<file path="config.mk">
export PLATFORM = sky130hd
export DESIGN_NAME = report_receiver
export DESIGN_NICKNAME = d
export VERILOG_FILES = /design/src/source/routing_pkg.sv /design/src/source/report_receiver.sv
export SDC_FILE = /design/constraint.sdc
export NUM_CORES = 1
export LEC_CHECK = 0
export BUFFER_PORTS_ARGS = -buffer_cell sky130_fd_sc_hd__buf_2
export CORE_ASPECT_RATIO = 0.7
export CORE_MARGIN = 2
export CORE_UTILIZATION = 57
export CTS_CLUSTER_SIZE = 20
export DETAILED_ROUTE_END_ITERATION = 8
export GPL_TIMING_DRIVEN = 0
export PLACE_DENSITY = 0.85
export SETUP_SLACK_MARGIN = 0.5
export SLEW_MARGIN = 20
export SYNTH_ARGS = -nofsm -noshare
export SYNTH_HDL_FRONTEND = slang
export SYNTH_SLANG_ARGS = --single-unit
</file>
<file path="constraint.sdc">
create_clock -name clock -period 2.29 [get_ports clock]
set_clock_uncertainty 0.05 [all_clocks]
set_input_delay 0.458 -clock clock [delete_from_list [all_inputs] [get_ports clock]]
set_output_delay 0.458 -clock clock [all_outputs]
set_load 0.01 [all_outputs]
</file>
<file path="src/source/routing_pkg.sv">
package routing_pkg;

	// plain vector types with a meaning
	typedef logic [15:0] word_t;
	typedef logic [15:0] address_t;
	typedef logic [15:0] node_id_t;
	// unsigned fixed point, compared as an integer
	typedef logic [15:0] q_value_t;
	// 0 to 64 needs seven bits
	typedef logic [6:0] count_t;

	// byte array geometry
	localparam int mem_depth = 2048;
	localparam int mem_width = 8;
	localparam int mem_address_width = 11;

	// node memory map, byte addresses of 16-bit words
	localparam address_t neighbor_id_base = 16'h0048;
	localparam address_t cluster_id_base = 16'h00C8;
	localparam address_t q_value_base = 16'h01C8;
	localparam address_t neighbor_count_addr = 16'h068A;

	// table and input buffer limits
	localparam int max_neighbors = 64;
	localparam int report_depth = 4;
	localparam int report_pointer_width = 2;

	// one incoming strobe, report or query
	typedef struct packed {
		// only this field counts for a query
		logic is_query;
		node_id_t neighbor_id;
		node_id_t cluster_id;
		q_value_t q_value;
	} neighbor_report_t;

	// one table entry streamed during a scan
	typedef struct packed {
		node_id_t neighbor_id;
		node_id_t cluster_id;
		q_value_t q_value;
		// final entry of the scan
		logic last;
	} table_entry_t;

	// answer to a route query
	typedef struct packed {
		// clear when the table was empty
		logic found;
		node_id_t best_id;
		q_value_t best_q;
		count_t cluster_members;
	} route_result_t;

	// table manager states
	typedef enum logic [3:0] {
		clear,
		idle,
		read_count,
		search,
		update,
		append,
		bump_count,
		scan,
		finish
	} manager_state_t;

endpackage

</file>
<file path="src/source/report_receiver.sv">
module report_receiver (
	input logic clock,
	input logic reset,
	input logic report_strobe,
	input routing_pkg::neighbor_report_t report,
	input logic take,
	output logic pending,
	output routing_pkg::neighbor_report_t head,
	output logic report_dropped
);
	import routing_pkg::*;

	// circular buffer storage, payload only
	neighbor_report_t buffer [report_depth];

	logic [report_pointer_width-1:0] write_pointer;
	logic [report_pointer_width-1:0] read_pointer;
	// one extra bit so four entries fit
	logic [report_pointer_width:0] occupancy;

	logic full;
	logic pop;
	logic push;

	assign full = (occupancy == (report_pointer_width + 1)'(report_depth));
	assign pop = take && pending;
	// a full buffer still takes a strobe when the head leaves in the same cycle
	assign push = report_strobe && (!full || pop);

	assign pending = (occupancy != '0);
	assign head = buffer[read_pointer];

	// store incoming report at the tail
	always_ff @(posedge clock) begin
		if (push) begin
			buffer[write_pointer] <= report;
		end
	end

	// pointers, fill level and drop flag
	always_ff @(posedge clock) begin
		if (reset) begin
			write_pointer <= '0;
			read_pointer <= '0;
			occupancy <= '0;
			report_dropped <= 1'b0;
		end else begin
			// flag lands one cycle after the lost strobe
			report_dropped <= report_strobe && !push;
			if (push) begin
				// wraps naturally at four
				write_pointer <= write_pointer + 1'b1;
			end
			if (pop) begin
				read_pointer <= read_pointer + 1'b1;
			end
			case ({push, pop})
				2'b10: occupancy <= occupancy + 1'b1;
				2'b01: occupancy <= occupancy - 1'b1;
				// both or neither, level unchanged
				default: occupancy <= occupancy;
			endcase
		end
	end

endmodule

</file>
Yosys cells after proc, flatten, opt, wreduce, memory -nomap -nowiden
Memory sizes are Yosys's and may differ from the RTL's. A register that Yosys moved wholly into a read port is not among the register bits.
Index checks and enable logic that the tools add are counted.
{"block": "totals", "register_bits": 8, "mem_bits_rw": 196, "inputBits": 53, "out_inout_bits": 51, "n_memories": 1}
{"block": "op_classes", "addsub": 4, "n_eq_ne": 3, "muxes": 5, "n_reduce_logical": 8}
{"name": "buffer", "words": 4, "width": 49, "read_ports": 1, "rd_ports_with_merged_regs": 1, "write_ports": 1, "line": "report_receiver.sv:14", "rtl": "neighbor_report_t buffer [report_depth];"}
{"cell": "$pmux W3 S2", "count": 1}
{"cell": "$add A2 B1 Y2 const B", "count": 2}
{"cell": "$mux W2", "count": 2}
{"cell": "$add A3 B1 Y3 const B", "count": 1}
{"cell": "$eq A3 B3 Y1 const B", "count": 1}
{"cell": "$logic_and A1 B1 Y1", "count": 3}
{"cell": "$reduce_bool A3 Y1", "count": 1}
{"cell": "$sub A3 B1 Y3 const B", "count": 1}
{"cell": "$eq A2 B1 Y1 const B", "count": 1}
{"cell": "$eq A2 B2 Y1 const B", "count": 1}
{"cell": "$logic_not A1 Y1", "count": 2}
{"cell": "$mux W1", "count": 2}
{"cell": "$reduce_bool A2 Y1", "count": 1}
{"cell": "$logic_or A1 B1 Y1", "count": 1}

Longest topological paths before layout
{"block": "logic_depth", "word_depth": 6, "depth_mapped": 6, "ltp_nobuf": 6}

Worst setup path after synthesis
Ideal clock, no wire load.
{"block": "synth_path", "kind": "input -> register", "from": "input report_strobe", "to": "register occupancy[2]", "t_arrival_ns": 1.744, "required_ns": 2.119, "setup_slack_ns": 0.374, "cell_stages": 5, "n_path_buf": 1, "cell_sequence": "clkbuf_1 nand2b_1 fa_1 o31ai_2 mux2_4"}
{"block": "synth_via", "elab_chain_len": 3, "elab_cells_between_ends": 5}
{"item": "from (decl)", "line": "report_receiver.sv:4", "rtl": "input logic report_strobe,"}
{"item": "$logic_and A1 B1 Y1 (*)", "line": "report_receiver.sv:28", "rtl": "assign push = report_strobe && (!full || pop);"}
{"item": "$eq A2 B1 Y1 / $eq A2 B2 Y1 (equally long branches)", "line": "report_receiver.sv:57", "rtl": "case ({push, pop})"}
{"item": "$pmux W3 S2 / $reduce_bool A2 Y1 (equally long branches)"}
{"item": "to (signal assigned)", "line": "report_receiver.sv:58", "rtl": "2'b10: occupancy <= occupancy + 1'b1;"}
{"item": "to (signal assigned)", "line": "report_receiver.sv:59", "rtl": "2'b01: occupancy <= occupancy - 1'b1;"}
{"item": "to (signal assigned)", "line": "report_receiver.sv:61", "rtl": "default: occupancy <= occupancy;"}
{"item": "to (decl)", "line": "report_receiver.sv:19", "rtl": "logic [report_pointer_width:0] occupancy;"}
Mark *: on every way between the ends. The rest lies on a longest branch, timed or not.
A chain may end at the register's enable or synchronous reset.

==> impl_metrics.toml <==
[finish]
final-instance-count-excl-fill = 631
final_area_um2 = 9578
layout.cells.most_common_list = "sky130_fd_sc_hd__edfxtp_1 (196), sky130_fd_sc_hd__buf_2 (62), sky130_fd_sc_hd__mux4_2 (49)"
multi_input_comb_area_um2 = 1530
antennaDiodeCount = 0
layout-drive-gt1-share_pct = 49.25
final_net_count = 513
layout-area-overhead-vs-synth_pct = 25.93
final.fill_count = 732
mostFrequentLayoutCell = "sky130_fd_sc_hd__edfxtp_1"
register_area_um2 = 6098

[timing]
period_minus_slack_ns = 2.365
period_share_pct = 103.3
finalSetupViolCount = 49
postLayoutSetupSlackWorst_ns = -0.07546
hold_viol = 0
final-max-slew-violation-count = 0
slew_headroom_pct = 70.83
worstMarginPinSlew_ns = 0.4375
hold_slack_ns = 0.1426
setup_repair_after_global_routing_missed_its_margin = "yes"
clock.fmax_mhz = 422.8

[clocking]
cts.clk_slew.worst_paths_ns = 0.06
cts_stage_hold_buffer_count = 0
cts-root-to-sink-buffers = 3
tritoncts = "yes"
clock_buffers_created_by_tritoncts = 19
clock-sinks = 206
clock_tree.root_cell = "sky130_fd_sc_hd__clkbuf_16"
worstSkewPairLatency_ns = 0.47
cts_htree_levels = 1

[placed_design]
dp_hpwl_um = 7626
gp_congestion = 0.8047
place_inst = 583
place_ws_ns = -0.06102
port_buffers = 102
post_dp_cell_area_um2 = 8357

[die]
placement_rows = 35
die_w_um = 142.1
die-area_um2 = 14300
number_of_top_level_design_ports = 104
die_height_um = 100.6
floorplan.initialDensity_pct = 58.09
fp.coreArea_um2 = 13090

[global_routing]
grt_antenna_before_repair = 0
global_route_wire_length_before_repair_um = 22050
vias_in_the_first_global_route = 3891
grt_start_max_net_pins = 26
groute.usage.overall_pct = 20.95
overflow = 0

[synthesis]
yosysUniqueCellTypes = 32
syn_area_um2 = 7606
warnings_from_yosys = 0
synth-seq-cells = 206
postSynthAreaPerCell_um2 = 24.15
number_of_cells_produced_by_synthesis = 315
synthesis.nets = 373
synth-seq-area-share_pct = 80.01

[routing]
postRouteAntennaNets = 0
drt_wl_total_um = 14400
drt_iter0_drc = 165
dr_total_vias = 3651
drt_drc_violations_left = 0
route.detailed.wl_per_inst_um = 22.82
detailedRoute.firstPassIterationCount = 5
via_density_per_instance = 5.786

[run_status]
failing_checks = "setup timing"
outcome = "complete, but fails checks"

[power_and_ir_drop]
static-leakage-power_nw = 3.274
power_per_cell_area_nw_per_um2 = 982.8
totalPowerFinal_mw = 9.414
worst_ir_drop_vdd_v = 0.0008797

[setup_path]
worstSetupPathType = "flop to output pin"
start_kind = "flop"
timing.critical_path.arrival_ns = 1.86
crit_path_max_fanout = 5
setup.worst_path.end_class = "output pin"
worst-endpoint-required_ns = 1.78

[job]
max_cap_viol_count = 0

[worst_hold_path]
min-delay-path-class = "primary input to flop"
stage by stage:
step                      utilization, %  TNS [ns]
after floorplan                        -         0
after global placement             63.71    -38.30
after detailed placement           63.82   -0.4543
after CTS                          71.84    -3.998
after global routing               73.15    -5.202
final                              73.15    -2.045
repair_timing:
action                     CTS  global route
setup endpoints to repair  248            52
gates resized for setup     66            23
pin swaps                    7            12
cloned                       5             2
setup buffers                9             1
Yosys cell counts:
| master | count | share of area [%] |
|---|---|---|
| sky130_fd_sc_hd__a211oi_1 | 1 | 0.099 |
| sky130_fd_sc_hd__a21oi_1 | 1 | 0.066 |
| sky130_fd_sc_hd__a221oi_1 | 1 | 0.12 |
| sky130_fd_sc_hd__a31oi_1 | 1 | 0.082 |
| sky130_fd_sc_hd__and2_2 | 1 | 0.099 |
| sky130_fd_sc_hd__and3_2 | 4 | 0.39 |
| sky130_fd_sc_hd__buf_2 | 4 | 0.26 |
| sky130_fd_sc_hd__buf_4 | 3 | 0.30 |
| sky130_fd_sc_hd__clkbuf_1 | 6 | 0.30 |
| sky130_fd_sc_hd__dfxtp_1 | 10 | 2.6 |
| sky130_fd_sc_hd__edfxtp_1 | 196 | 77 |
| sky130_fd_sc_hd__fa_1 | 1 | 0.26 |
| sky130_fd_sc_hd__ha_1 | 4 | 0.66 |
| sky130_fd_sc_hd__inv_1 | 5 | 0.25 |
| sky130_fd_sc_hd__mux2_4 | 1 | 0.20 |
| sky130_fd_sc_hd__mux4_2 | 49 | 15 |
| sky130_fd_sc_hd__nand2_1 | 3 | 0.15 |
| sky130_fd_sc_hd__nand2_2 | 1 | 0.082 |
| sky130_fd_sc_hd__nand2b_1 | 2 | 0.16 |
| sky130_fd_sc_hd__nand3_1 | 2 | 0.13 |
| sky130_fd_sc_hd__nand3b_1 | 1 | 0.099 |
| sky130_fd_sc_hd__nor2_1 | 5 | 0.25 |
| sky130_fd_sc_hd__nor2b_1 | 1 | 0.082 |
| sky130_fd_sc_hd__nor3b_1 | 1 | 0.099 |
| sky130_fd_sc_hd__o2111ai_1 | 1 | 0.12 |
| sky130_fd_sc_hd__o31a_2 | 1 | 0.13 |
| sky130_fd_sc_hd__o31ai_2 | 1 | 0.16 |
| sky130_fd_sc_hd__or2_2 | 1 | 0.082 |
| sky130_fd_sc_hd__or3_2 | 1 | 0.099 |
| sky130_fd_sc_hd__or4b_4 | 1 | 0.18 |
| sky130_fd_sc_hd__xnor2_1 | 2 | 0.23 |
| sky130_fd_sc_hd__xor2_1 | 3 | 0.35 |
layer usage:
metal | vias up | wire length [um] | GRT usage (%)
met3 | 29 | 1036 | 5.368
met2 | 139 | 6957 | 33.15
li1 | 1609 | - | -
met1 | 1874 | 6065 | 29.80
met5 | - | 0 | 0
met4 | 0 | 343 | 5.769
worst paths after layout:
path	depth (start not counted)	end	from	slack [ns]
max	5	head[46]	flop	-0.08
min	1	buffer[1][46]	report[46]	0.14
max reg2reg	3	buffer[2][29]	occupancy[0]	0.48
min reg2reg	2	write_pointer[1]	write_pointer[1]	0.46
critical path: stages (launching register included):
cell and delay (ns):
sky130_fd_sc_hd__dfxtp_2 0.33, sky130_fd_sc_hd__buf_8 0.11, sky130_fd_sc_hd__buf_12 0.13, sky130_fd_sc_hd__clkbuf_16 0.15, sky130_fd_sc_hd__mux4_2 0.50, sky130_fd_sc_hd__buf_2 0.16
area by class of cell:
class | count | area share, %
buffer | 13 | 1.750
tap | 166 | 2.169
clock inverter | 11 | 1.319
timing repair buffer | 115 | 9.915
inverter | 5 | 0.1960
clock buffer | 20 | 5.003
multi-input combinational | 95 | 15.98
sequential | 206 | 63.67
sequential cells by signal, summed over array words and instances (netlist names), named ones only:
signal and count:
write_pointer 2, occupancy 3, buffer 196, report_dropped 1, read_pointer 2
power by group:
group	switching, mW	leakage, nW	internal [mW]	total [mW]
Clock	1.27	0.302	1.84	3.11
Sequential	0.0712	1.88	4.38	4.45
Combinational	0.802	1.09	1.05	1.85
Total	2.14	3.27	7.27	9.41
logic make-up (layout without fill, tap and decap cells):
family / Yosys count / in the layout / share of synthesized area, %
compound gates: 7 / 7 / 0.7732
buf+inv: 18 / 164 / 1.102
flops: 206 / 206 / 80.01
xor+xnor: 5 / 5 / 0.5759
fa+ha+maj: 5 / 5 / 0.9212
simple gates: 24 / 28 / 1.908
mux: 50 / 50 / 14.71
Power figures use the tool's default switching activity.
