--- src/source/routing_pkg.sv ---
package routing_pkg;

	// plain vector types with a meaning
	typedef logic [15:0] word_t;
	typedef logic [15:0] address_t;
	typedef logic [15:0] node_id_t;
	// unsigned fixed point, compared as an integer
	typedef logic [15:0] q_value_t;
	// 0 to 64 needs seven bits
	typedef logic [6:0] count_t;

	// byte array geometry
	localparam int mem_depth = 2048;
	localparam int mem_width = 8;
	localparam int mem_address_width = 11;

	// node memory map, byte addresses of 16-bit words
	localparam address_t neighbor_id_base = 16'h0048;
	localparam address_t cluster_id_base = 16'h00C8;
	localparam address_t q_value_base = 16'h01C8;
	localparam address_t neighbor_count_addr = 16'h068A;

	// table and input buffer limits
	localparam int max_neighbors = 64;
	localparam int report_depth = 4;
	localparam int report_pointer_width = 2;

	// one incoming strobe, report or query
	typedef struct packed {
		// only this field counts for a query
		logic is_query;
		node_id_t neighbor_id;
		node_id_t cluster_id;
		q_value_t q_value;
	} neighbor_report_t;

	// one table entry streamed during a scan
	typedef struct packed {
		node_id_t neighbor_id;
		node_id_t cluster_id;
		q_value_t q_value;
		// final entry of the scan
		logic last;
	} table_entry_t;

	// answer to a route query
	typedef struct packed {
		// clear when the table was empty
		logic found;
		node_id_t best_id;
		q_value_t best_q;
		count_t cluster_members;
	} route_result_t;

	// table manager states
	typedef enum logic [3:0] {
		clear,
		idle,
		read_count,
		search,
		update,
		append,
		bump_count,
		scan,
		finish
	} manager_state_t;

endpackage

--- src/source/table_manager.sv ---
module table_manager (
	input logic clock,
	input logic reset,
	input logic pending,
	input routing_pkg::neighbor_report_t head,
	input routing_pkg::word_t read_data,
	output logic take,
	output routing_pkg::address_t address,
	output logic write_enable,
	output routing_pkg::word_t write_data,
	output logic entry_strobe,
	output routing_pkg::table_entry_t entry,
	output logic scan_empty,
	output logic active
);
	import routing_pkg::*;

	manager_state_t state;

	// command being worked on
	neighbor_report_t command;
	// table size read at the start of each command
	count_t count;
	count_t index;
	// word within an entry: 0 id, 1 cluster, 2 q
	logic [1:0] field;

	// id and cluster held until the q word arrives
	node_id_t scan_id;
	node_id_t scan_cluster;

	count_t stored_count;
	count_t next_count;
	logic last_index;
	logic id_match;
	address_t region_base;
	address_t entry_offset;
	address_t entry_address;

	// count word keeps its value in the low bits
	assign stored_count = read_data[$bits(count_t)-1:0];
	assign next_count = count + count_t'(1);
	assign last_index = ((index + count_t'(1)) == count);
	assign id_match = (read_data == command.neighbor_id);

	// two bytes per entry
	assign entry_offset = {{($bits(address_t) - $bits(count_t) - 1){1'b0}}, index, 1'b0};

	always_comb begin
		case (field)
			2'd0: region_base = neighbor_id_base;
			2'd1: region_base = cluster_id_base;
			default: region_base = q_value_base;
		endcase
	end

	assign entry_address = region_base + entry_offset;

	// entry states walk the regions, the rest sit on the count word
	assign address = (state == search || state == update || state == append ||
		state == scan) ? entry_address : neighbor_count_addr;

	assign write_enable = (state == clear || state == update || state == append ||
		state == bump_count);

	always_comb begin
		case (state)
			bump_count: write_data = {{($bits(word_t) - $bits(count_t)){1'b0}}, next_count};
			update, append: begin
				case (field)
					2'd0: write_data = command.neighbor_id;
					2'd1: write_data = command.cluster_id;
					default: write_data = command.q_value;
				endcase
			end
			// clear writes a zero count
			default: write_data = '0;
		endcase
	end

	assign take = (state == idle) && pending;
	assign active = (state != idle);

	// query against an empty table
	assign scan_empty = (state == read_count) && command.is_query && (stored_count == '0);

	// q word read completes the entry
	assign entry_strobe = (state == scan) && (field == 2'd2);
	assign entry = '{
		neighbor_id: scan_id,
		cluster_id: scan_cluster,
		q_value: read_data,
		last: last_index
	};

	// payload captures
	always_ff @(posedge clock) begin
		if (take) begin
			command <= head;
		end
		if (state == scan && field == 2'd0) begin
			scan_id <= read_data;
		end
		if (state == scan && field == 2'd1) begin
			scan_cluster <= read_data;
		end
	end

	always_ff @(posedge clock) begin
		if (reset) begin
			state <= clear;
			count <= '0;
			index <= '0;
			field <= '0;
		end else begin
			case (state)
				clear: state <= idle;
				idle: begin
					if (pending) begin
						state <= read_count;
					end
				end
				read_count: begin
					count <= stored_count;
					index <= '0;
					field <= '0;
					if (command.is_query) begin
						state <= (stored_count == '0) ? finish : scan;
					end else if (stored_count == '0) begin
						state <= append;
					end else begin
						state <= search;
					end
				end
				search: begin
					if (id_match) begin
						// known neighbor, rewrite cluster and q only
						field <= 2'd1;
						state <= update;
					end else if (last_index) begin
						if (count < count_t'(max_neighbors)) begin
							index <= count;
							state <= append;
						end else begin
							// table full, report ignored
							state <= finish;
						end
					end else begin
						index <= index + count_t'(1);
					end
				end
				update: begin
					if (field == 2'd2) begin
						state <= finish;
					end else begin
						field <= field + 1'b1;
					end
				end
				append: begin
					if (field == 2'd2) begin
						field <= '0;
						state <= bump_count;
					end else begin
						field <= field + 1'b1;
					end
				end
				bump_count: state <= finish;
				scan: begin
					if (field == 2'd2) begin
						field <= '0;
						if (last_index) begin
							state <= finish;
						end else begin
							index <= index + count_t'(1);
						end
					end else begin
						field <= field + 1'b1;
					end
				end
				finish: state <= idle;
				default: state <= idle;
			endcase
		end
	end

endmodule

--- config.mk ---
export PLATFORM = sky130hd
export DESIGN_NAME = table_manager
export DESIGN_NICKNAME = d
export VERILOG_FILES = /design/src/source/routing_pkg.sv /design/src/source/table_manager.sv
export SDC_FILE = /design/constraint.sdc
export NUM_CORES = 1
export LEC_CHECK = 0
export BUFFER_PORTS_ARGS = -buffer_cell sky130_fd_sc_hd__buf_4
export CORE_MARGIN = 3
export CORE_UTILIZATION = 46
export DETAILED_ROUTE_END_ITERATION = 8
export PLACE_DENSITY_LB_ADDON = 0.2
export SKIP_LAST_GASP = 1
export SLEW_MARGIN = 10
export SYNTH_ARGS = -nofsm -noshare
export SYNTH_HDL_FRONTEND = slang
export SYNTH_SLANG_ARGS = --single-unit
--- constraint.sdc ---
create_clock -name clock -period 7.9 [get_ports clock]
set_input_delay 0.395 -clock clock [delete_from_list [all_inputs] [get_ports clock]]
set_output_delay 0.395 -clock clock [all_outputs]
set_load 0.02 [all_outputs]
== Word level (Yosys, flattened, before mapping) ==
Cells that the tools add are included.
Widths: inputs -> output; s select.

* Add/sub/neg operators: 4
* Order comparisons: 1
* Equal/unequal tests: 23
* Muxes and demuxes: 26
* Reductions and logical operators: 22

{| class="wikitable"
|+ Operator list
! operator !! number
|-
| $pmux 16 s2 || 2
|-
| $mux 4 || 10
|-
| $mux 7 || 5
|-
| $pmux 4 s7 || 1
|-
| $pmux 7 s3 || 1
|-
| $pmux 9 s2 || 1
|-
| $add 16x8->16 || 1
|-
| $eq 16x16->1 || 1
|-
| $eq 4x3->1 const B || 4
|-
| $mux 16 || 1
|-
| $add 7x1->7 const B || 2
|-
| $ne 2x2->1 const B || 6
|-
| $eq 4x2->1 const B || 2
|-
| $pmux 2 s4 || 1
|-
| $eq 7x7->1 || 1
|-
| $logic_not 7->1 || 1
|-
| $lt 7x7->1 const B || 1
|-
| $logic_and 1x1->1 || 6
|-
| $logic_or 1x1->1 || 6
|-
| $mux 2 || 3
|-
| $ne 2x1->1 const B || 3
|-
| $reduce_and 6->1 || 1
|-
| $reduce_and 5->1 || 1
|-
| $eq 4x1->1 const B || 1
|-
| 13 further kinds || 14
|}

* Register bits after elaboration: 101
* Input bits: 68
* Output and inout port bits: 86
* Word-level logic and storage cells: 86

== Depth between registers and ports, before layout ==
* Depth in word-level cells: 5
* Gate-level depth with buffers: 9
* Mapped depth without buffers: 8

== Worst setup path after synthesis ==
Ideal clock, no wire load.

* Kind: flip-flop to flip-flop
* From: register state[2]
* To: register command[0] (netlist name), enable pin
* Library setup time: 468 ps
* Arrival time: 3,456 ps
* Data required time: 7,432 ps
* Slack: 3,976 ps
* Stages on the path, launching flop included: 5
* Path buffers: 2
* Period minus slack after synthesis: 3,924 ps
* Path through: dfxtp_1 -> clkbuf_1 -> clkbuf_1 -> or3_1 -> nor2_1

* Cells in the longest elaborated chain, start to end: 2

{| class="wikitable"
|+ Ends and longest elaborated chain
! what !! RTL line !! RTL
|-
| start: declaration || table_manager.sv:18 || <nowiki>manager_state_t state;</nowiki>
|-
| start signal: assignment || table_manager.sv:111 || <nowiki>state <= clear;</nowiki>
|-
| start signal: assignment || table_manager.sv:117 || <nowiki>clear: state <= idle;</nowiki>
|-
| start signal: assignment || table_manager.sv:120 || <nowiki>state <= read_count;</nowiki>
|-
| $eq 4x1->1 || table_manager.sv:81 || <nowiki>assign take = (state == idle) && pending;</nowiki>
|-
| $logic_and 1x1->1 || table_manager.sv:81 ||
|-
| named net take || table_manager.sv:7 || <nowiki>output logic take,</nowiki>
|-
| end signal: assignment || table_manager.sv:99 || <nowiki>command <= head;</nowiki>
|-
| end: declaration || table_manager.sv:21 || <nowiki>neighbor_report_t command;</nowiki>
|}

The timed path passes the listed nets, and every way through them passes these cells.
A chain may end at the register's enable or synchronous reset.

== Worst setup path in the final report ==
* From: register field[0]
* To: output port write_data[5]

* Cells in the longest elaborated chain, start to end: 3
* Elaborated cells between the ends (all ways): 4
* Those cells by class: eq/ne (1); mux (2); reduce/logical (1)

{| class="wikitable"
|+ Ends and longest elaborated chain
! what !! RTL line !! RTL
|-
| start: declaration || table_manager.sv:26 || <nowiki>logic [1:0] field;</nowiki>
|-
| start signal: assignment || table_manager.sv:156 || <nowiki>field <= field + 1'b1;</nowiki>
|-
| start signal: assignment || table_manager.sv:164 || <nowiki>field <= field + 1'b1;</nowiki>
|-
| start signal: assignment || table_manager.sv:177 || <nowiki>field <= field + 1'b1;</nowiki>
|-
| $eq 2x1->1 / $logic_not 2->1 (equally long branches) || table_manager.sv:70 || <nowiki>case (field)</nowiki>
|-
| $pmux 16 s2 (*) || table_manager.sv:70 ||
|-
| $pmux 16 s2 (*) || table_manager.sv:67 || <nowiki>case (state)</nowiki>
|-
| end: declaration || table_manager.sv:10 || <nowiki>output routing_pkg::word_t write_data,</nowiki>
|}

Every way passes the cells marked *; elsewhere a longest branch is shown, timed or not.

==> results by group <==
Outcome
  • Status: finished clean

GRT
  • GRT overflow: 0
  • GRT Total Usage: 21.7%
  • Largest net degree at the start of global routing: 51
  • Initial antenna violation count: 0
  • Vias in the first global route: 3653
  • Global-route wire length before repair: 19400 um

Synth
  • Unique masters post-synth: 53
  • Synth Cell Area: 4880 um2
  • Synth area leaders: edfxtp_1 50%, dfxtp_1 8.2%, xnor2_1 4.3%
  • Most frequent cell after synthesis: edfxtp_1
  • Post-synth EDFFs: 81
  • Ys flop type: edfxtp_1
  • Gate Count Post-Synth: 420
  • Synth top area share: 49.8%
  • Mean post-synth cell area: 11.6 um2
  • Post-synth top cells: 81 x edfxtp_1, 41 x a21oi_1, 36 x nand2_1
  • Largest area contributor in the netlist: edfxtp_1
  • Yosys warnings: 0
  • Seq/Total Area, Yosys: 58.0%
  • Async SR Flop Fraction: 0%
  • Flip-flop and latch count after synthesis: 101

Setup path
  • Worst EP arrival: 2670 ps
  • FF-to-FF End: index[5]
  • Family with the most delay on the worst path: simple AND/OR/NAND/NOR gates
  • R2r setup slk: 5220 ps
  • Worst Path Max Fanout: 19
  • Worst setup SP type: flip-flop
  • Critical Path Max Stage Delay: 800 ps
  • Critical-path cell list: inv_1 > ha_1 > nor2_2 > a21oi_1 > o22ai_1 > buf_4
  • CP bufs+invs: 2
  • Critical setup path kind: reg -> out
  • Worst EP required: 7510 ps
  • FF-to-FF Start: index[0]
  • Worst Reg-to-Reg Cells: 7
  • CP Capture Type: output pin
  • Worst path slowest cell: nor2_2

STA
  • RSZ-0062 raised after global routing: false
  • Fin Setup TNS: 0 ps
  • Max-slew violations: 0
  • Actual slew at the worst max-slew pin: 955 ps
  • Endpoints failing setup: 0
  • Fin crit share: 38.8%
  • Fin Clk Skew: 7.32 ps
  • Final hold slack: 197 ps
  • Slew headroom: 35.8%
  • Final Hold Fails: 0
  • Crit path time final: 3070 ps
  • Fmax: 326 MHz

Hold path
  • Hold Path Class: in -> reg
  • Hold Crit Endpoint: command[1]
  • Hold path depth: 1
  • Worst Hold Launch: head[1]

Power
  • VDD IR-drop max: 0.000168 V
  • Internal power: 1.03 mW
  • Switch Pwr: 0.577 mW
  • P_leak: 2.31 nW
  • Combinational power share: 32.3%
  • PD cells: 261 nW/um2
  • Net Sw Frac: 35.9%
  • Tot Pwr: 1.60 mW
  • Sequential power share: 46.7%
  • Clock network fraction of total power: 21.0%

Die
  • Initial Utilization: 48.6%
  • IO Count: 154
  • Core area: 10000 um2
  • Die W: 109 um
  • Area of the die: 11900 um2
  • Site Rows: 36
  • Die Y: 109 um

Routing
  • DR vias: 3721
  • Routed wire length: 12400 um
  • Residual DRC: 0
  • Post-DR wirelength/cell: 18.2 um
  • 1st-pass router iterations: 5
  • Vias per Instance: 5.48
  • DRT iter0 DRCs: 225
  • ANT nets after route: 0

Clock network
  • Clock transition at the registers of the reported paths: 100 ps
  • H-tree levels: 3
  • Clock root buffer: clkbuf_8
  • Hold buffers post-CTS: 0
  • Clock Path Buffers: 2
  • Setup Fix Bufs, Post-CTS: 0
  • Clk sinks: 101
  • CTS tree: built
  • Post-CTS sizing: 0
  • Total CTS buffers: 9
  • Clock latency on the worst-skew pair: 370 ps

Layout
  • Multi-input gate area: 1760 um2
  • Post-Layout Cell Count: 679
  • N_diodes: 0
  • FILL cells: 793
  • Synthesis-to-finish area growth: 25.7%
  • Sequential cell area: 2830 um2
  • Final nets: 618
  • Share of cells above drive strength 1: 33.0%

Placement
  • IO buf count: 147
  • Placed Instances: 663
  • Gp weighted congestion: 0.869
  • Post-DP HPWL: 9210 um

Flow run
  • Max cap viols: 0
==> cells by family (layout without fill, tap and decap cells) <==
| kind of cell | Yosys count | count (layout) | share of synthesized area [%] |
|---|---|---|---|
| xor gates and xnor gates | 33 | 33 | 5.92 |
| DFF | 101 | 101 | 58.0 |
| and+or+nand+nor | 115 | 115 | 12.5 |
| adders and majority gates | 9 | 9 | 2.31 |
| muxes | 1 | 1 | 0.231 |
| other | 1 | 6 | 0.0768 |
| AOI/OAI and AO/OA | 101 | 101 | 14.4 |
| buffers and inverters | 59 | 180 | 6.56 |
==> metrics by stage <==
step                      area, um2  setup WS [ps]  util (%)
final                          6140           4830      61.1
after global routing           6140           4670      61.1
after CTS                      6130           4370      61.1
after detailed placement       5930           4810      59.0
after global placement         5930           5000      59.0
after floorplan                4900           3980         -
==> placed cells by master, fill, tap and decap left out, types with 2 or more instances in the layout <==
| master | netlist | routed |
|---|---|---|
| buf_4 | 24 | 149 |
| edfxtp_1 | 81 | 81 |
| a21oi_1 | 41 | 41 |
| nand2_1 | 36 | 36 |
| xnor2_1 | 24 | 24 |
| dfxtp_1 | 20 | 20 |
| nor2_1 | 18 | 16 |
| inv_1 | 14 | 14 |
| nand3_1 | 12 | 12 |
| a22oi_1 | 11 | 11 |
| xor2_1 | 9 | 9 |
| ha_1 | 9 | 9 |
| clkbuf_8 | 0 | 9 |
| a22o_1 | 8 | 8 |
| o22ai_1 | 8 | 8 |
| o21ai_0 | 7 | 7 |
| nand2b_1 | 6 | 6 |
| nor3_1 | 6 | 6 |
| conb_1 | 1 | 6 |
| a211oi_2 | 5 | 5 |
| nand4b_1 | 5 | 5 |
| nand4_1 | 5 | 5 |
| nor2b_1 | 4 | 4 |
| and2_1 | 4 | 4 |
| a211oi_1 | 4 | 4 |
| a2bb2oi_1 | 4 | 4 |
| and3_1 | 3 | 3 |
| nor4_1 | 3 | 3 |
| or4_1 | 2 | 2 |
| or3_1 | 2 | 2 |
| or2_2 | 2 | 2 |
| o311ai_2 | 2 | 2 |
| inv_8 | 0 | 2 |
| clkinv_4 | 0 | 2 |
==> layout make-up <==
cell class                      instances  share of cell area, %
Sequential cell                       101                   46.2
Clock inverter                          7                   1.33
Clock buffer                            9                   2.02
Timing Repair Buffer                  149                   18.2
Tap cell                              133                   2.71
Inverter                               15                  0.918
Multi-Input combinational cell        265                   28.6
==> state kept, by name (all words and copies together) (netlist names) <==
name          cells
scan_cluster     16
state             4
scan_id          16
command          49
field             2
index             7
count             7
==> layer usage <==
metal,track usage [%],vias to the layer above,wire length [um]
li1,-,1764,-
met1,30.0,1777,5360
met2,33.3,155,5810
met3,4.44,25,863
met4,8.93,0,333
met5,0,-,0
==> power by group through the flow <==
stage	clock network (mW)	logic, mW	registers (mW)
detailed placement	0	0.518	0.759
global route	0.363	0.571	0.759
finish	0.337	0.518	0.749
global placement	0	0.516	0.758
CTS	0.346	0.521	0.746
floorplan	0	0.392	0.711
==> how the worst max path moves through the flow <==
stage | from | to | slack, ps | cells after the start
after floorplan | state[2] | command[0] | 3980 | 4
after detailed placement | field[0] | write_data[2] | 4810 | 6
final | field[0] | write_data[5] | 4830 | 6
after global routing | field[0] | write_data[0] | 4670 | 6
after CTS | field[0] | write_data[5] | 4370 | 6
after global placement | read_data[3] | state[2] | 5000 | 8
(Power assumes the default switching activity.)
