`src/source/routing_pkg.sv`:
```
package routing_pkg;

	// plain vector types with a meaning
	typedef logic [15:0] word_t;
	typedef logic [15:0] address_t;
	typedef logic [15:0] node_id_t;
	// unsigned fixed point, compared as an integer
	typedef logic [15:0] q_value_t;
	// 0 to 64 needs seven bits
	typedef logic [6:0] count_t;

	// byte array geometry
	localparam int mem_depth = 2048;
	localparam int mem_width = 8;
	localparam int mem_address_width = 11;

	// node memory map, byte addresses of 16-bit words
	localparam address_t neighbor_id_base = 16'h0048;
	localparam address_t cluster_id_base = 16'h00C8;
	localparam address_t q_value_base = 16'h01C8;
	localparam address_t neighbor_count_addr = 16'h068A;

	// table and input buffer limits
	localparam int max_neighbors = 64;
	localparam int report_depth = 4;
	localparam int report_pointer_width = 2;

	// one incoming strobe, report or query
	typedef struct packed {
		// only this field counts for a query
		logic is_query;
		node_id_t neighbor_id;
		node_id_t cluster_id;
		q_value_t q_value;
	} neighbor_report_t;

	// one table entry streamed during a scan
	typedef struct packed {
		node_id_t neighbor_id;
		node_id_t cluster_id;
		q_value_t q_value;
		// final entry of the scan
		logic last;
	} table_entry_t;

	// answer to a route query
	typedef struct packed {
		// clear when the table was empty
		logic found;
		node_id_t best_id;
		q_value_t best_q;
		count_t cluster_members;
	} route_result_t;

	// table manager states
	typedef enum logic [3:0] {
		clear,
		idle,
		read_count,
		search,
		update,
		append,
		bump_count,
		scan,
		finish
	} manager_state_t;

endpackage

```
`src/source/route_reporter.sv`:
```
module route_reporter (
	input logic clock,
	input logic reset,
	input routing_pkg::node_id_t my_cluster,
	input logic entry_strobe,
	input routing_pkg::table_entry_t entry,
	input logic scan_empty,
	output logic result_strobe,
	output routing_pkg::route_result_t result
);
	import routing_pkg::*;

	// running accumulators over one scan
	logic seen;
	node_id_t best_id;
	q_value_t best_q;
	count_t members;

	logic next_seen;
	logic take_entry;
	logic in_cluster;
	logic done;
	node_id_t next_best_id;
	q_value_t next_best_q;
	count_t next_members;

	assign next_seen = seen || entry_strobe;
	// strictly greater, so the earliest entry keeps a tie
	assign take_entry = entry_strobe && (!seen || entry.q_value > best_q);
	assign in_cluster = entry_strobe && (entry.cluster_id == my_cluster);

	assign next_best_id = take_entry ? entry.neighbor_id : best_id;
	assign next_best_q = take_entry ? entry.q_value : best_q;
	assign next_members = members + count_t'(in_cluster);

	assign done = (entry_strobe && entry.last) || scan_empty;

	always_ff @(posedge clock) begin
		best_id <= next_best_id;
		best_q <= next_best_q;
		if (done) begin
			result.found <= next_seen;
			// zeros rather than stale values for an empty table
			result.best_id <= next_seen ? next_best_id : '0;
			result.best_q <= next_seen ? next_best_q : '0;
			result.cluster_members <= next_members;
		end
	end

	always_ff @(posedge clock) begin
		if (reset) begin
			seen <= 1'b0;
			members <= '0;
			result_strobe <= 1'b0;
		end else begin
			result_strobe <= done;
			// ready for the next scan
			seen <= done ? 1'b0 : next_seen;
			members <= done ? '0 : next_members;
		end
	end

endmodule

```
`config.mk`:
```
export PLATFORM = sky130hd
export DESIGN_NAME = route_reporter
export DESIGN_NICKNAME = d
export VERILOG_FILES = /design/src/source/routing_pkg.sv /design/src/source/route_reporter.sv
export SDC_FILE = /design/constraint.sdc
export NUM_CORES = 1
export LEC_CHECK = 0
export BUFFER_PORTS_ARGS = -buffer_cell sky130_fd_sc_hd__buf_2
export CAP_MARGIN = 20
export CORE_ASPECT_RATIO = 1.1
export CORE_MARGIN = 2
export CORE_UTILIZATION = 42
export DETAILED_ROUTE_END_ITERATION = 8
export PLACE_DENSITY = 0.79
export SYNTH_ARGS = -nofsm -noshare
export SYNTH_HDL_FRONTEND = slang
export SYNTH_SLANG_ARGS = --single-unit
```
`constraint.sdc`:
```
create_clock -name clock -period 3.6 [get_ports clock]
set_input_delay 0.9 -clock clock [delete_from_list [all_inputs] [get_ports clock]]
set_output_delay 0.9 -clock clock [all_outputs]
set_load 0.005 [all_outputs]
```
* Word level (Yosys, flattened, before mapping)
Cells that the tools add are included.
Word-level totals: register bits 81, logic and storage cells 22, input bits 69
Cells by class: reduce and logical (&&, ||, !) cells 8, add/subtract/negate cells 1, mux-type cells 2, eq/ne operators 1, order comparisons 1
Operator list (number):
- 2-to-1 mux 16 bit | 2
- equality test 16 bit | 1
- greater-than comparator 16 bit | 1
- adder 7 x 1 -> 7 bit | 1
- logical AND 1 bit | 3
- logical OR 1 bit | 3
- OR reduction 2 bit | 1
- zero test 1 bit | 1

* Longest topological paths before layout
Gate-level depths: netlist of the first run.
word-level depth 4, mapped depth 10, gate-level depth less buffers 10

* Worst setup path after synthesis of the first run
Ideal clock, no wire load.
path kind input -> register, from in entry[16] in the netlist's numbering, to reg best_id[13], buffers on the path 2, setup time 0.121 ns, arrival 2.536 ns, required time 3.479 ns, stages on the path 8, path slack 0.943 ns, path through ha_1 > nand4_2 > nor4_2 > o21ai_1 > a21oi_1 > buf_6 > buf_8 > mux2_4
Between the ends: longest elaborated chain between the ends 4
Ends and longest elaborated chain:
- from (decl) | line route_reporter.sv:6 | input routing_pkg::table_entry_t entry,
- greater-than comparator 16 bit | line route_reporter.sv:29 | assign take_entry = entry_strobe && (!seen || entry.q_value > best_q);
- logical OR 1 bit | line route_reporter.sv:29
- logical AND 1 bit | line route_reporter.sv:29
- 2-to-1 mux 16 bit | line route_reporter.sv:32 | assign next_best_id = take_entry ? entry.neighbor_id : best_id;
- net next_best_id[13] | line route_reporter.sv:23 | node_id_t next_best_id;
- to (signal assigned) | line route_reporter.sv:39 | best_id <= next_best_id;
- to (decl) | line route_reporter.sv:15 | node_id_t best_id;
The timed path passes the listed nets, and every way through them passes these cells. A chain may end at the register's enable or synchronous reset.

* Final worst setup path of the first run
from in entry[16] in the netlist's numbering, to reg best_id[15]
Same word-level chain as after synthesis.

==> qor.csv, run 1 <==
stage,metric,value,unit
run_status,status,"finished, final reports clean",
final_layout,multi_input_area,1548,sq um
logic_synthesis,synth_cells,332,
floorplan,io_pins,110,
final_layout,diodes,0,
sta,slew_violations,0,
logic_synthesis,synth_area,3864,sq um
global_routing,grt_pass1_vias,2742,
clocking,clock_latency,350,ps
sta,period_share,80.13,%
critical_path,worstPathRequired,3840,ps
final_layout,drive_above_1_share,32.81,%
floorplan,die_w,95.45,um
placement,dp_slack,411.7,ps
critical_path,setup.worst_path.class,in2reg,
final_layout,nets,530,
logic_synthesis,syn-num-nets,419,
final_layout,seqCellArea,2022,sq um
clocking,clock-sinks,81,
logic_synthesis,ys_seq_area_share,52.33,%
power_and_ir_drop,vdd_ir_drop_max,0.0001948,V
logic_synthesis,yosysWarnings,0,
global_routing,grt_max_degree,65,
critical_path,slowest_delay,400,ps
sta,setup_ws,715.4,ps
routing,vias,2644,
critical_path,crit_chain,buf_2 -> ha_1 -> nand4_2 -> nor4_2 -> o21ai_1 -> a21oi_4 -> buf_12 -> mux2_2,
critical_path,path_buf_inv,2,
floorplan,die_h,104.6,um
critical_path,worst_r2r_path_depth,8,
critical_path,cp_data_arrival_time,3120,ps
routing,drtAntennaViolNets,0,
critical_path,crit_end,best_id[15],
sta,fmax,0.3467,GHz
critical_path,critPathMaxFanout,64,
clocking,post_cts.repair.setup_buffers,0,
final_layout,area_growth,20.95,%
floorplan,core,8919,sq um
global_routing,grt_pass1_wl,12.39,mm
critical_path,crit_start,entry[16],
power_and_ir_drop,p_leak,2.357,nW
sta,hold_viol_final,0,
global_routing,antenna_found_initial,0,
clocking,cts_resized,0,
critical_path,r2r-end,best_id[15],
sta,relSlewSlack,53.37,%
placement,post-dp-hpwl,5.365,mm
min_path,hold_path_depth,2,
sta,finalSetupViolCount,0,
logic_synthesis,avgSynthCellArea,11.64,sq um
sta,post-route-min-period,2885,ps
placement,gp_congestion,0.7330,
floorplan,initial_core_util,43.32,%
clocking,cts_hold_buf,0,
clocking,cts_inserted_buffers,9,
routing,wl,7.423,mm
sta,worst_pin_slew,699.5,ps
routing,remaining_drc_errors,0,
placement,port_buffers,109,
routing,routed_via_density,4.705,
sta,holdWs,484.6,ps
sta,timing.setup.tns,0,ps
clocking,cts-root-buf,clkbuf_8,
critical_path,reg2reg_slack,980,ps
clocking,tritoncts,done,
min_path,hold_class,reg2reg,
global_routing,overflow,0,
routing,wl_per_cell,13.21,um
logic_synthesis,yosysUniqueCellTypes,32,
sta,rsz0062_at_grt,false,
critical_path,startpoint_type,primary input,
routing,first_iter_violations,86,
critical_path,critPathTopFamily,simple AND/OR/NAND/NOR gates,
routing,dr.pass1.iters,5,
power_and_ir_drop,powerDensity,452.6,nW/um^2
critical_path,timing.rr.start,best_q[15],
floorplan,placementRows,36,
critical_path,cpMaxStageDelayCell,nor4_2,
logic_synthesis,synth-seq-cells,81,
final_layout,fillers,812,
critical_path,cp-end-kind,flip-flop,
floorplan,dieArea,9984,sq um
job,cap_violations,0,
clocking,cts_max_path_buffers,2,
clocking,cts-htree-levels,3,
sta,fin_skew,8.667,ps
global_routing,groute.usage.overall,15.98,%
clocking,path_clk_slew,80,ps
critical_path,cp.depth,8,
-- registers in the layout (all words and copies together) (netlist names) --
name	count
members	7
result	40
result_strobe	1
best_id	16
seen	1
best_q	16
-- metal layers --
metal	vias up	share of wire (%)	track usage, %
met1	1221	41	18.48
met2	83	51	27.57
li1	1330	-	-
met4	0	1.5	6.735
met5	-	0	0
met3	10	7.1	4.110
-- cell usage after synthesis (all sizes together) --
master / n / area (sq um)
inv: 53 / 198.9
a2111oi: 1 / 15.01
buf: 7 / 91.33
nor2: 6 / 22.52
dfxtp: 41 / 820.8
edfxtp: 40 / 1201
o2111ai: 1 / 8.760
mux2i: 47 / 470.5
ha: 18 / 225.2
nor3: 4 / 20.02
a21oi: 8 / 40.04
or2: 1 / 6.260
mux2: 17 / 240.2
nor4: 4 / 31.28
a21o: 1 / 7.510
xnor2: 3 / 26.28
clkbuf: 4 / 15.01
nand3: 3 / 15.01
and3: 1 / 6.260
nor2b: 6 / 37.54
nand2: 40 / 150.1
a31o: 1 / 8.760
nand4: 3 / 25.02
o21ai: 2 / 10.00
xor2: 18 / 157.7
nand2b: 2 / 12.51
-- final cells by class --
| class | instances | area share [%] |
|---|---|---|
| sequential | 81 | 43.27 |
| tap | 114 | 3.052 |
| inverter | 53 | 4.257 |
| clock buffer | 11 | 2.811 |
| multi-input combinational | 187 | 33.12 |
| timing repair buffer | 111 | 12.26 |
| clock inverter | 5 | 1.232 |
-- power breakdown --
part / total [mW] / leakage, nW / internal [mW] / switching (mW)
logic: 0.357 / 1.51 / 0.177 / 0.180
registers: 1.11 / 0.754 / 1.07 / 0.0357
clock network: 0.651 / 0.0973 / 0.321 / 0.329
total: 2.12 / 2.36 / 1.57 / 0.545
-- worst min path at each step --
stage                     slack (ps)          end   startpoint
final                            480    best_q[5]    best_q[5]
after global routing             510   best_id[2]   best_id[2]
after CTS                        490   best_q[10]   best_q[10]
after detailed placement         470  best_id[12]  best_id[12]
after global placement           460    best_q[8]    best_q[8]
after floorplan                  450   best_q[10]   best_q[10]
-- metrics by stage --
| step | power [mW] | cells | utilization (%) | cell area [sq um] |
|---|---|---|---|---|
| CTS | 2.140 | 562 | 52.40 | 4673 |
| global route | 2.226 | 562 | 52.40 | 4673 |
| global placement | 1.468 | 546 | 50.28 | 4484 |
| floorplan | 1.355 | 332 | - | 3864 |
| detailed placement | 1.490 | 546 | 50.28 | 4484 |
| finish | 2.115 | 562 | 52.40 | 4673 |
-- cell families (layout without fill, tap and decap cells) --
logic type,count (synthesis),after routing,share of synthesized area [%]
buffers and inverters,64,180,7.901
multiplexers,64,64,18.39
AO/OA/AOI/OAI,14,14,2.331
AND/OR/NAND/NOR,70,70,8.452
flip-flops,81,81,52.33
XOR/XNOR,21,21,4.760
adder cells (fa/ha/maj),18,18,5.829
-- cell usage in the layout (no fill, tap or decap), types with 4 or more instances in the layout --
cell type	Yosys	final
nor2_1	6	6
ha_1	18	18
mux2_4	13	13
edfxtp_1	40	40
mux2i_1	47	47
nand2_1	40	40
nor2b_1	6	6
inv_1	53	52
dfxtp_1	41	41
xor2_1	18	18
clkbuf_8	0	9
mux2_2	4	4
buf_2	0	109
a21oi_1	8	7
nor3_1	4	4
-- worst reg2reg max path: cells and delay by family, from the launching register on --
kind	cells	cell delay (ps)
compound gates	2	380
mux	1	460
simple gates	2	570
buf+inv	2	430
flops	1	340
fa+ha+maj	1	330
Power figures use the tool's default switching activity.
==> run 2, diff against run 1 <==
- clock period: 3.6 -> 2.7 ns (I/O delays scaled with it)
==> run 2 against run 1 <==
Effect of this change:
- design area increased by 2.6%
- routed wire length increased by 2.5%
- clock power increased by 34%
- combinational power increased by 39%
- critical endpoint is now result[15]
- largest power group unchanged
==> qor.csv, run 2 (synthesized netlist as in run 1, its figures left out) <==
stage,metric,value,unit,change
sta,fmax,0.4084,GHz,
placement,post_dp_cell_area,4599,sq um,was 4484 sq um
critical_path,cp_data_arrival_time,2640,ps,was 3120 ps
floorplan,io_pins,110,,unchanged
power_and_ir_drop,intPower,2.112,mW,was 1.570 mW
global_routing,groute.usage.overall,16.23,%,was 15.98%
final_layout,fillers,781,,was 812
final_layout,largest_reg_flops,40,,unchanged
floorplan,die_w,95.45,um,unchanged
min_path,hold_class,in2reg,,was reg2reg
power_and_ir_drop,powerDensity,594.0,nW/um^2,was 452.6 nW/um^2
critical_path,cp-end-kind,flip-flop,,unchanged
clocking,clock-sinks,81,,unchanged
sta,finalSetupViolCount,0,,unchanged
final_layout,layout_commonest_cell,buf_2,,unchanged
clocking,path_clk_slew,80,ps,about the same
clocking,cts_resized,0,,unchanged
critical_path,crit_chain,buf_2 -> ha_1 -> nand4_2 -> nor4_2 -> o21ai_1 -> a21oi_4 -> buf_12 -> buf_12 -> mux2i_1,,was buf_2 -> ha_1 -> nand4_2 -> nor4_2 -> o21ai_1 -> a21oi_4 -> buf_12 -> mux2_2
floorplan,die_h,104.6,um,unchanged
clocking,cts_inserted_buffers,9,,unchanged
global_routing,grt_max_degree,35,,was 65
sta,hold_viol_final,0,,unchanged
final_layout,diodes,0,,unchanged
power_and_ir_drop,p_sw_share,25.86,%,was 25.79%
critical_path,critPathMaxFanout,31,,was 64
routing,wl,7.612,mm,was 7.423 mm
clocking,post_cts.repair.setup_buffers,0,,unchanged
placement,port_buffers,109,,unchanged
sta,relSlewSlack,48.08,%,was 53.37%
critical_path,worstPathRequired,2890,ps,was 3840 ps
sta,worst_pin_slew,774.0,ps,was 699.5 ps
routing,dr.pass1.iters,5,,unchanged
routing,wl_per_cell,13.26,um,was 13.21 um
power_and_ir_drop,pwr-share-comb,17.5,%,was 16.9%
final_layout,area_growth,24.09,%,was 20.95%
sta,fin_skew,7.395,ps,was 8.667 ps
critical_path,setup.worst_path.class,in2reg,,unchanged
global_routing,antenna_found_initial,0,,unchanged
power_and_ir_drop,pwr-share-clk,30.7,%,was 30.8%
power_and_ir_drop,p_leak,2.422,nW,was 2.357 nW
final_layout,nets,542,,was 530
final_layout,largest-register,result,,unchanged
min_path,hold_path_depth,2,,unchanged
routing,remaining_drc_errors,0,,unchanged
critical_path,startpoint_type,primary input,,unchanged
final_layout,drive_above_1_share,34.78,%,was 32.81%
power_and_ir_drop,power.switching,0.7364,mW,was 0.5454 mW
clocking,cts_max_path_buffers,2,,unchanged
clocking,tritoncts,done,,unchanged
global_routing,grt_pass1_wl,12.42,mm,was 12.39 mm
final_layout,largestRegisters,"result (40), best_id (16), best_q (16)",,unchanged
global_routing,overflow,0,,unchanged
clocking,cts-htree-levels,3,,unchanged
sta,rsz0062_at_grt,false,,unchanged
placement,gp_congestion,0.7912,,was 0.7330
clocking,cts-root-buf,clkbuf_8,,unchanged
critical_path,reg2reg_slack,270,ps,was 980 ps
routing,vias,2734,,was 2644
floorplan,placementRows,36,,unchanged
power_and_ir_drop,vdd_ir_drop_max,0.0002895,V,was 0.0001948 V
final_layout,fin_area,4795,sq um,was 4673 sq um
power_and_ir_drop,power_frac_seq,51.9,%,was 52.4%
critical_path,worst_r2r_path_depth,9,,was 8
routing,routed_via_density,4.763,,was 4.705
clocking,clock_latency,350,ps,about the same
placement,post-dp-hpwl,5.694,mm,was 5.365 mm
clocking,cts_hold_buf,0,,unchanged
global_routing,grt_pass1_vias,2814,,was 2742
floorplan,dieArea,9984,sq um,unchanged
power_and_ir_drop,power,2.848,mW,was 2.115 mW
run_status,status,"finished, final reports clean",,unchanged
routing,first_iter_violations,68,,was 86
final_layout,most-common-layout-cells,"buf_2, inv_1, mux2i_1",,unchanged
job,cap_violations,0,,unchanged
floorplan,core,8919,sq um,unchanged
critical_path,cpMaxStageDelayCell,nor4_2,,unchanged
sta,period_share,90.69,%,
critical_path,slowest_delay,340,ps,was 400 ps
sta,holdWs,484.5,ps,was 484.6 ps
sta,slew_violations,0,,unchanged
sta,post-route-min-period,2449,ps,
floorplan,initial_core_util,43.32,%,unchanged
routing,drtAntennaViolNets,0,,unchanged
critical_path,path_common_cell,buf_12,,
==> run 2: cell types whose count changed in the layout (fill, tap and decap cells not counted), sizes merged <==
| cell | delta |
|---|---|
| inv | +1 |
| clkbuf | -1 |
| buf | +12 |
| clkinv | -2 |
| clkinvlp | +2 |
==> run 2: layer usage <==
layer / GRT usage [%] / vias up / share of wire [%] / wire length (um)
li1: - / 1355 / - / -
met1: 19.03 / 1269 / 41 / 3114
met2: 27.41 / 93 / 50 / 3825
met3: 3.172 / 17 / 5.8 / 444
met4: 8.878 / 0 / 3.0 / 228
met5: 0 / - / 0 / 0
==> run 2: final timing paths <==
path / start / endpoint
max: entry[16] / result[15]
min: reset / result_strobe
min reg2reg: best_q[10] / best_q[10]
max reg2reg: best_q[15] / result[15]
==> run 2: critical path, delay by kind of cell <==
kind | cells | cell delay [ps]
and+or+nand+nor | 2 | 510
AOI/OAI and AO/OA | 2 | 380
buffers and inverters | 3 | 540
muxes | 1 | 200
adders and majority gates | 1 | 320
==> run 2: area by class of cell <==
class / count / area, sq um / share of cell area, %
clock inverters: 6 / 67.56 / 1.409
multi-input cells: 187 / 1548 / 32.28
repair buffers: 123 / 688.2 / 14.35
clock buffers: 10 / 127.6 / 2.662
well taps: 114 / 142.6 / 2.975
flip-flops and latches: 81 / 2022 / 42.17
inverters: 53 / 198.9 / 4.149
==> run 2: power by group through the flow <==
stage | clock, mW | combinational [mW] | sequential, mW
2_1_floorplan | 0 | 0.301 | 1.51
3_3_place_gp | 0 | 0.482 | 1.50
3_5_place_dp | 0 | 0.502 | 1.51
4_1_cts | 0.903 | 0.505 | 1.48
5_1_grt | 0.946 | 0.561 | 1.49
6_report | 0.874 | 0.497 | 1.48
==> run 2: stage by stage <==
| stage | TNS, ps | worst slack (ps) | util [%] | cells |
|---|---|---|---|---|
| floorplan | 0 | 268.1 | - | 332 |
| global placement | -3075 | -124.2 | 51.57 | 558 |
| detailed placement | -1852 | -130.4 | 51.57 | 558 |
| CTS | 0 | 240.2 | 53.76 | 574 |
| global route | 0 | 28.46 | 53.76 | 574 |
| finish | 0 | 251.4 | 53.76 | 574 |
==> run 3, diff against run 2 <==
- ABC_AREA: unset -> 1
==> run 3 against run 2 <==
Effect of this change:
- synthesized cell count grew 39%
- count of clock-buffer cells in the layout grew 2
- core utilization shrank 1.0 points
- routed wire length grew 3.7%
- sequential share of layout area up 1.3 points
- synthesized area decreased by 1.6%
- setup slack lost 45 ps
- die area shrank 1.5%
- clock skew shrank 3.2 ps
==> qor.csv, run 3 <==
stage,metric,value,unit,change
run_status,status,"finished, final reports clean",,unchanged
logic_synthesis,synth_area_leader_cell,edfxtp_1,,unchanged
clocking,cts_inserted_buffers,9,,unchanged
sta,period_share,92.36,%,was 90.69%
critical_path,startpoint_type,primary input,,unchanged
critical_path,path_buf_inv,3,,unchanged
clocking,cts-htree-levels,3,,unchanged
global_routing,grt_pass1_wl,13.10,mm,was 12.42 mm
power_and_ir_drop,powerDensity,584.1,nW/um^2,was 594.0 nW/um^2
floorplan,core,8828,sq um,was 8919 sq um
logic_synthesis,synth_top_area_share,31.59,%,was 31.09%
floorplan,die_h,103.8,um,was 104.6 um
floorplan,die_w,94.72,um,was 95.45 um
critical_path,critPathMaxFanout,2,,was 31
logic_synthesis,synth.area.top_cells,"edfxtp_1, dfxtp_1, inv_1, nand2_1, ha_1",,"was edfxtp_1, dfxtp_1, mux2i_1, ha_1, inv_1"
routing,dr.pass1.iters,4,,was 5
final_layout,fillers,878,,was 781
critical_path,crit_chain,buf_2 -> or2_2 -> a221o_1 -> nor3_1 -> ha_1 -> ha_1 -> nand2_1 -> nor2_1 -> inv_1 -> nor2_1 -> inv_1 -> o21ai_0 -> nand2_1,,was buf_2 -> ha_1 -> nand4_2 -> nor4_2 -> o21ai_1 -> a21oi_4 -> buf_12 -> buf_12 -> mux2i_1
sta,holdWs,493.7,ps,was 484.5 ps
final_layout,fin_cells,697,,was 574
placement,post-dp-hpwl,5.981,mm,was 5.694 mm
routing,wl,7.891,mm,was 7.612 mm
routing,remaining_drc_errors,0,,unchanged
final_layout,nets,665,,was 542
routing,vias,3132,,was 2734
critical_path,cp-end-kind,flip-flop,,unchanged
sta,slew_violations,0,,unchanged
sta,worst_pin_slew,433.3,ps,was 774.0 ps
critical_path,cpMaxStageDelayCell,a221o_1,,was nor4_2
min_path,hold_class,in2reg,,unchanged
global_routing,antenna_found_initial,0,,unchanged
logic_synthesis,syn-num-nets,550,,was 419
global_routing,grt_pass1_vias,3016,,was 2814
clocking,cts_resized,0,,unchanged
placement,port_buffers,109,,unchanged
logic_synthesis,synth.most_common_cell,inv_1,,unchanged
floorplan,io_pins,110,,unchanged
final_layout,drive_above_1_share,23.50,%,was 34.78%
power_and_ir_drop,vdd_ir_drop_max,0.0002243,V,was 0.0002895 V
logic_synthesis,synth_edf_count,40,,unchanged
final_layout,most-common-layout-cells,"inv_1, buf_2, nand2_1",,"was buf_2, inv_1, mux2i_1"
sta,rsz0062_at_grt,false,,unchanged
logic_synthesis,async_flop_share,0,%,unchanged
critical_path,worstPathRequired,2790,ps,was 2890 ps
logic_synthesis,synth_area,3802,sq um,was 3864 sq um
critical_path,cp_data_arrival_time,2580,ps,was 2640 ps
floorplan,initial_core_util,43.07,%,was 43.32%
logic_synthesis,synth_common_cells,"inv_1, nand2_1, nor2_1",,"was inv_1, mux2i_1, dfxtp_1"
final_layout,largest_reg_flops,40,,unchanged
logic_synthesis,yosysWarnings,0,,unchanged
sta,fin_skew,4.185,ps,was 7.395 ps
global_routing,overflow,0,,unchanged
placement,dp.cells,681,,was 558
logic_synthesis,yosysUniqueCellTypes,25,,was 32
sta,relSlewSlack,71.12,%,was 48.08%
critical_path,critPathTopFamily,simple AND/OR/NAND/NOR gates,,was buffers and inverters
critical_path,setup.worst_path.class,in2reg,,unchanged
logic_synthesis,avgSynthCellArea,8.213,sq um,was 11.64 sq um
sta,post-route-min-period,2494,ps,was 2449 ps
sta,hold_viol_final,0,,unchanged
logic_synthesis,ys_seq_area_share,53.18,%,was 52.33%
clocking,cts-root-buf,clkbuf_8,,unchanged
final_layout,largestRegisters,"result (40), best_id (16), best_q (16)",,unchanged
job,cap_violations,0,,unchanged
clocking,path_clk_slew,80,ps,about the same
sta,timing.setup.tns,0,ps,unchanged
floorplan,placementRows,36,,unchanged
placement,gp_congestion,0.7749,,was 0.7912
routing,drtAntennaViolNets,0,,unchanged
sta,fmax,0.4010,GHz,was 0.4084 GHz
clocking,clock_latency,340,ps,was 350 ps
routing,routed_via_density,4.494,,was 4.763
final_layout,area_growth,22.44,%,was 24.09%
clocking,tritoncts,done,,unchanged
routing,first_iter_violations,113,,was 68
clocking,cts_hold_buf,0,,unchanged
global_routing,grt_max_degree,36,,was 35
logic_synthesis,synth_ff_type,dfxtp_1,,unchanged
global_routing,groute.usage.overall,17.07,%,was 16.23%
floorplan,dieArea,9831,sq um,was 9984 sq um
clocking,post_cts.repair.setup_buffers,0,,unchanged
final_layout,diodes,0,,unchanged
power_and_ir_drop,p_leak,2.642,nW,was 2.422 nW
critical_path,slowest_delay,310,ps,was 340 ps
final_layout,layout_commonest_cell,inv_1,,was buf_2
clocking,cts_max_path_buffers,2,,unchanged
sta,finalSetupViolCount,0,,unchanged
logic_synthesis,synth_cells,463,,was 332
clocking,clock-sinks,81,,unchanged
logic_synthesis,synth-seq-cells,81,,unchanged
final_layout,largest-register,result,,unchanged
routing,wl_per_cell,11.32,um,was 13.26 um
## run 3: cell types whose count changed in the layout (fill, tap and decap cells not counted), sizes merged, moves of 5 or more
cell | previous run | this run
inv | 53 | 124
nand2 | 40 | 94
nor2 | 6 | 57
mux2i | 47 | 0
nand3 | 3 | 37
mux2 | 17 | 0
xor2 | 18 | 2
nor2b | 6 | 0
buf | 123 | 118
## run 3: cell families after synthesis
logic type	share of synthesized area (%)
flops	53.18
compound gates	3.916
xor+xnor	0.4608
fa+ha+maj	5.923
buf+inv	14.54
simple gates	21.98
## run 3: layout make-up
type	instances	area, sq um	share of cell area, %
Inverter	125	469.2	10.08
Clock buffer	12	135.1	2.902
Timing Repair Buffer	118	613.1	13.17
Clock inverter	4	43.79	0.9406
Sequential cell	81	2022	43.43
Multi-Input combinational cell	243	1230	26.42
Tap cell	114	142.6	3.064
## run 3: layer usage
layer / GRT usage (%) / vias up / part of all wire, % / routed length [um]
met3: 3.418 / 12 / 6.0 / 476
li1: - / 1630 / - / -
met1: 20.09 / 1395 / 41 / 3270
met2: 29.33 / 95 / 50 / 3984
met5: 0 / - / 0 / 0
met4: 7.971 / 0 / 2.0 / 159
## run 3: through the flow
stage | util (%) | total power [mW] | worst slack [ps] | instance area, sq um
after CTS | 52.74 | 2.754 | 207.1 | 4656
after detailed placement | 50.71 | 1.928 | -178.5 | 4477
after floorplan | - | 1.748 | 51.00 | 3802
after global routing | 52.74 | 2.887 | 49.32 | 4656
after global placement | 50.71 | 1.904 | -75.46 | 4477
final | 52.74 | 2.719 | 206.3 | 4656
## run 3: final timing paths
path / from / to / depth (start not counted) / slack, ps
max: my_cluster[5] / result[6] / 13 / 210
min: reset / result_strobe / 2 / 490
max reg2reg: best_q[9] / result[38] / 14 / 630
min reg2reg: best_id[13] / best_id[13] / 4 / 520
## run 3: where the power goes
group	total [mW]	switching, mW	internal (mW)	leakage (nW)
sequential	1.45	0.0298	1.42	0.757
clock	0.826	0.403	0.423	0.0918
combinational	0.446	0.260	0.186	1.79
total	2.72	0.693	2.03	2.64
## run 3: worst register-to-register path: stages (launching register included)
cell and delay (ps):
dfxtp_1 320, inv_1 50, ha_1 290, nand2_1 70
nand2_1 40, nand3_1 60, nand2_1 50, a21oi_1 160
nand2_1 70, nand2_1 100, nand2_4 70, nand2_4 280
nand2_1 100, nand2_1 100, nor2_1 50
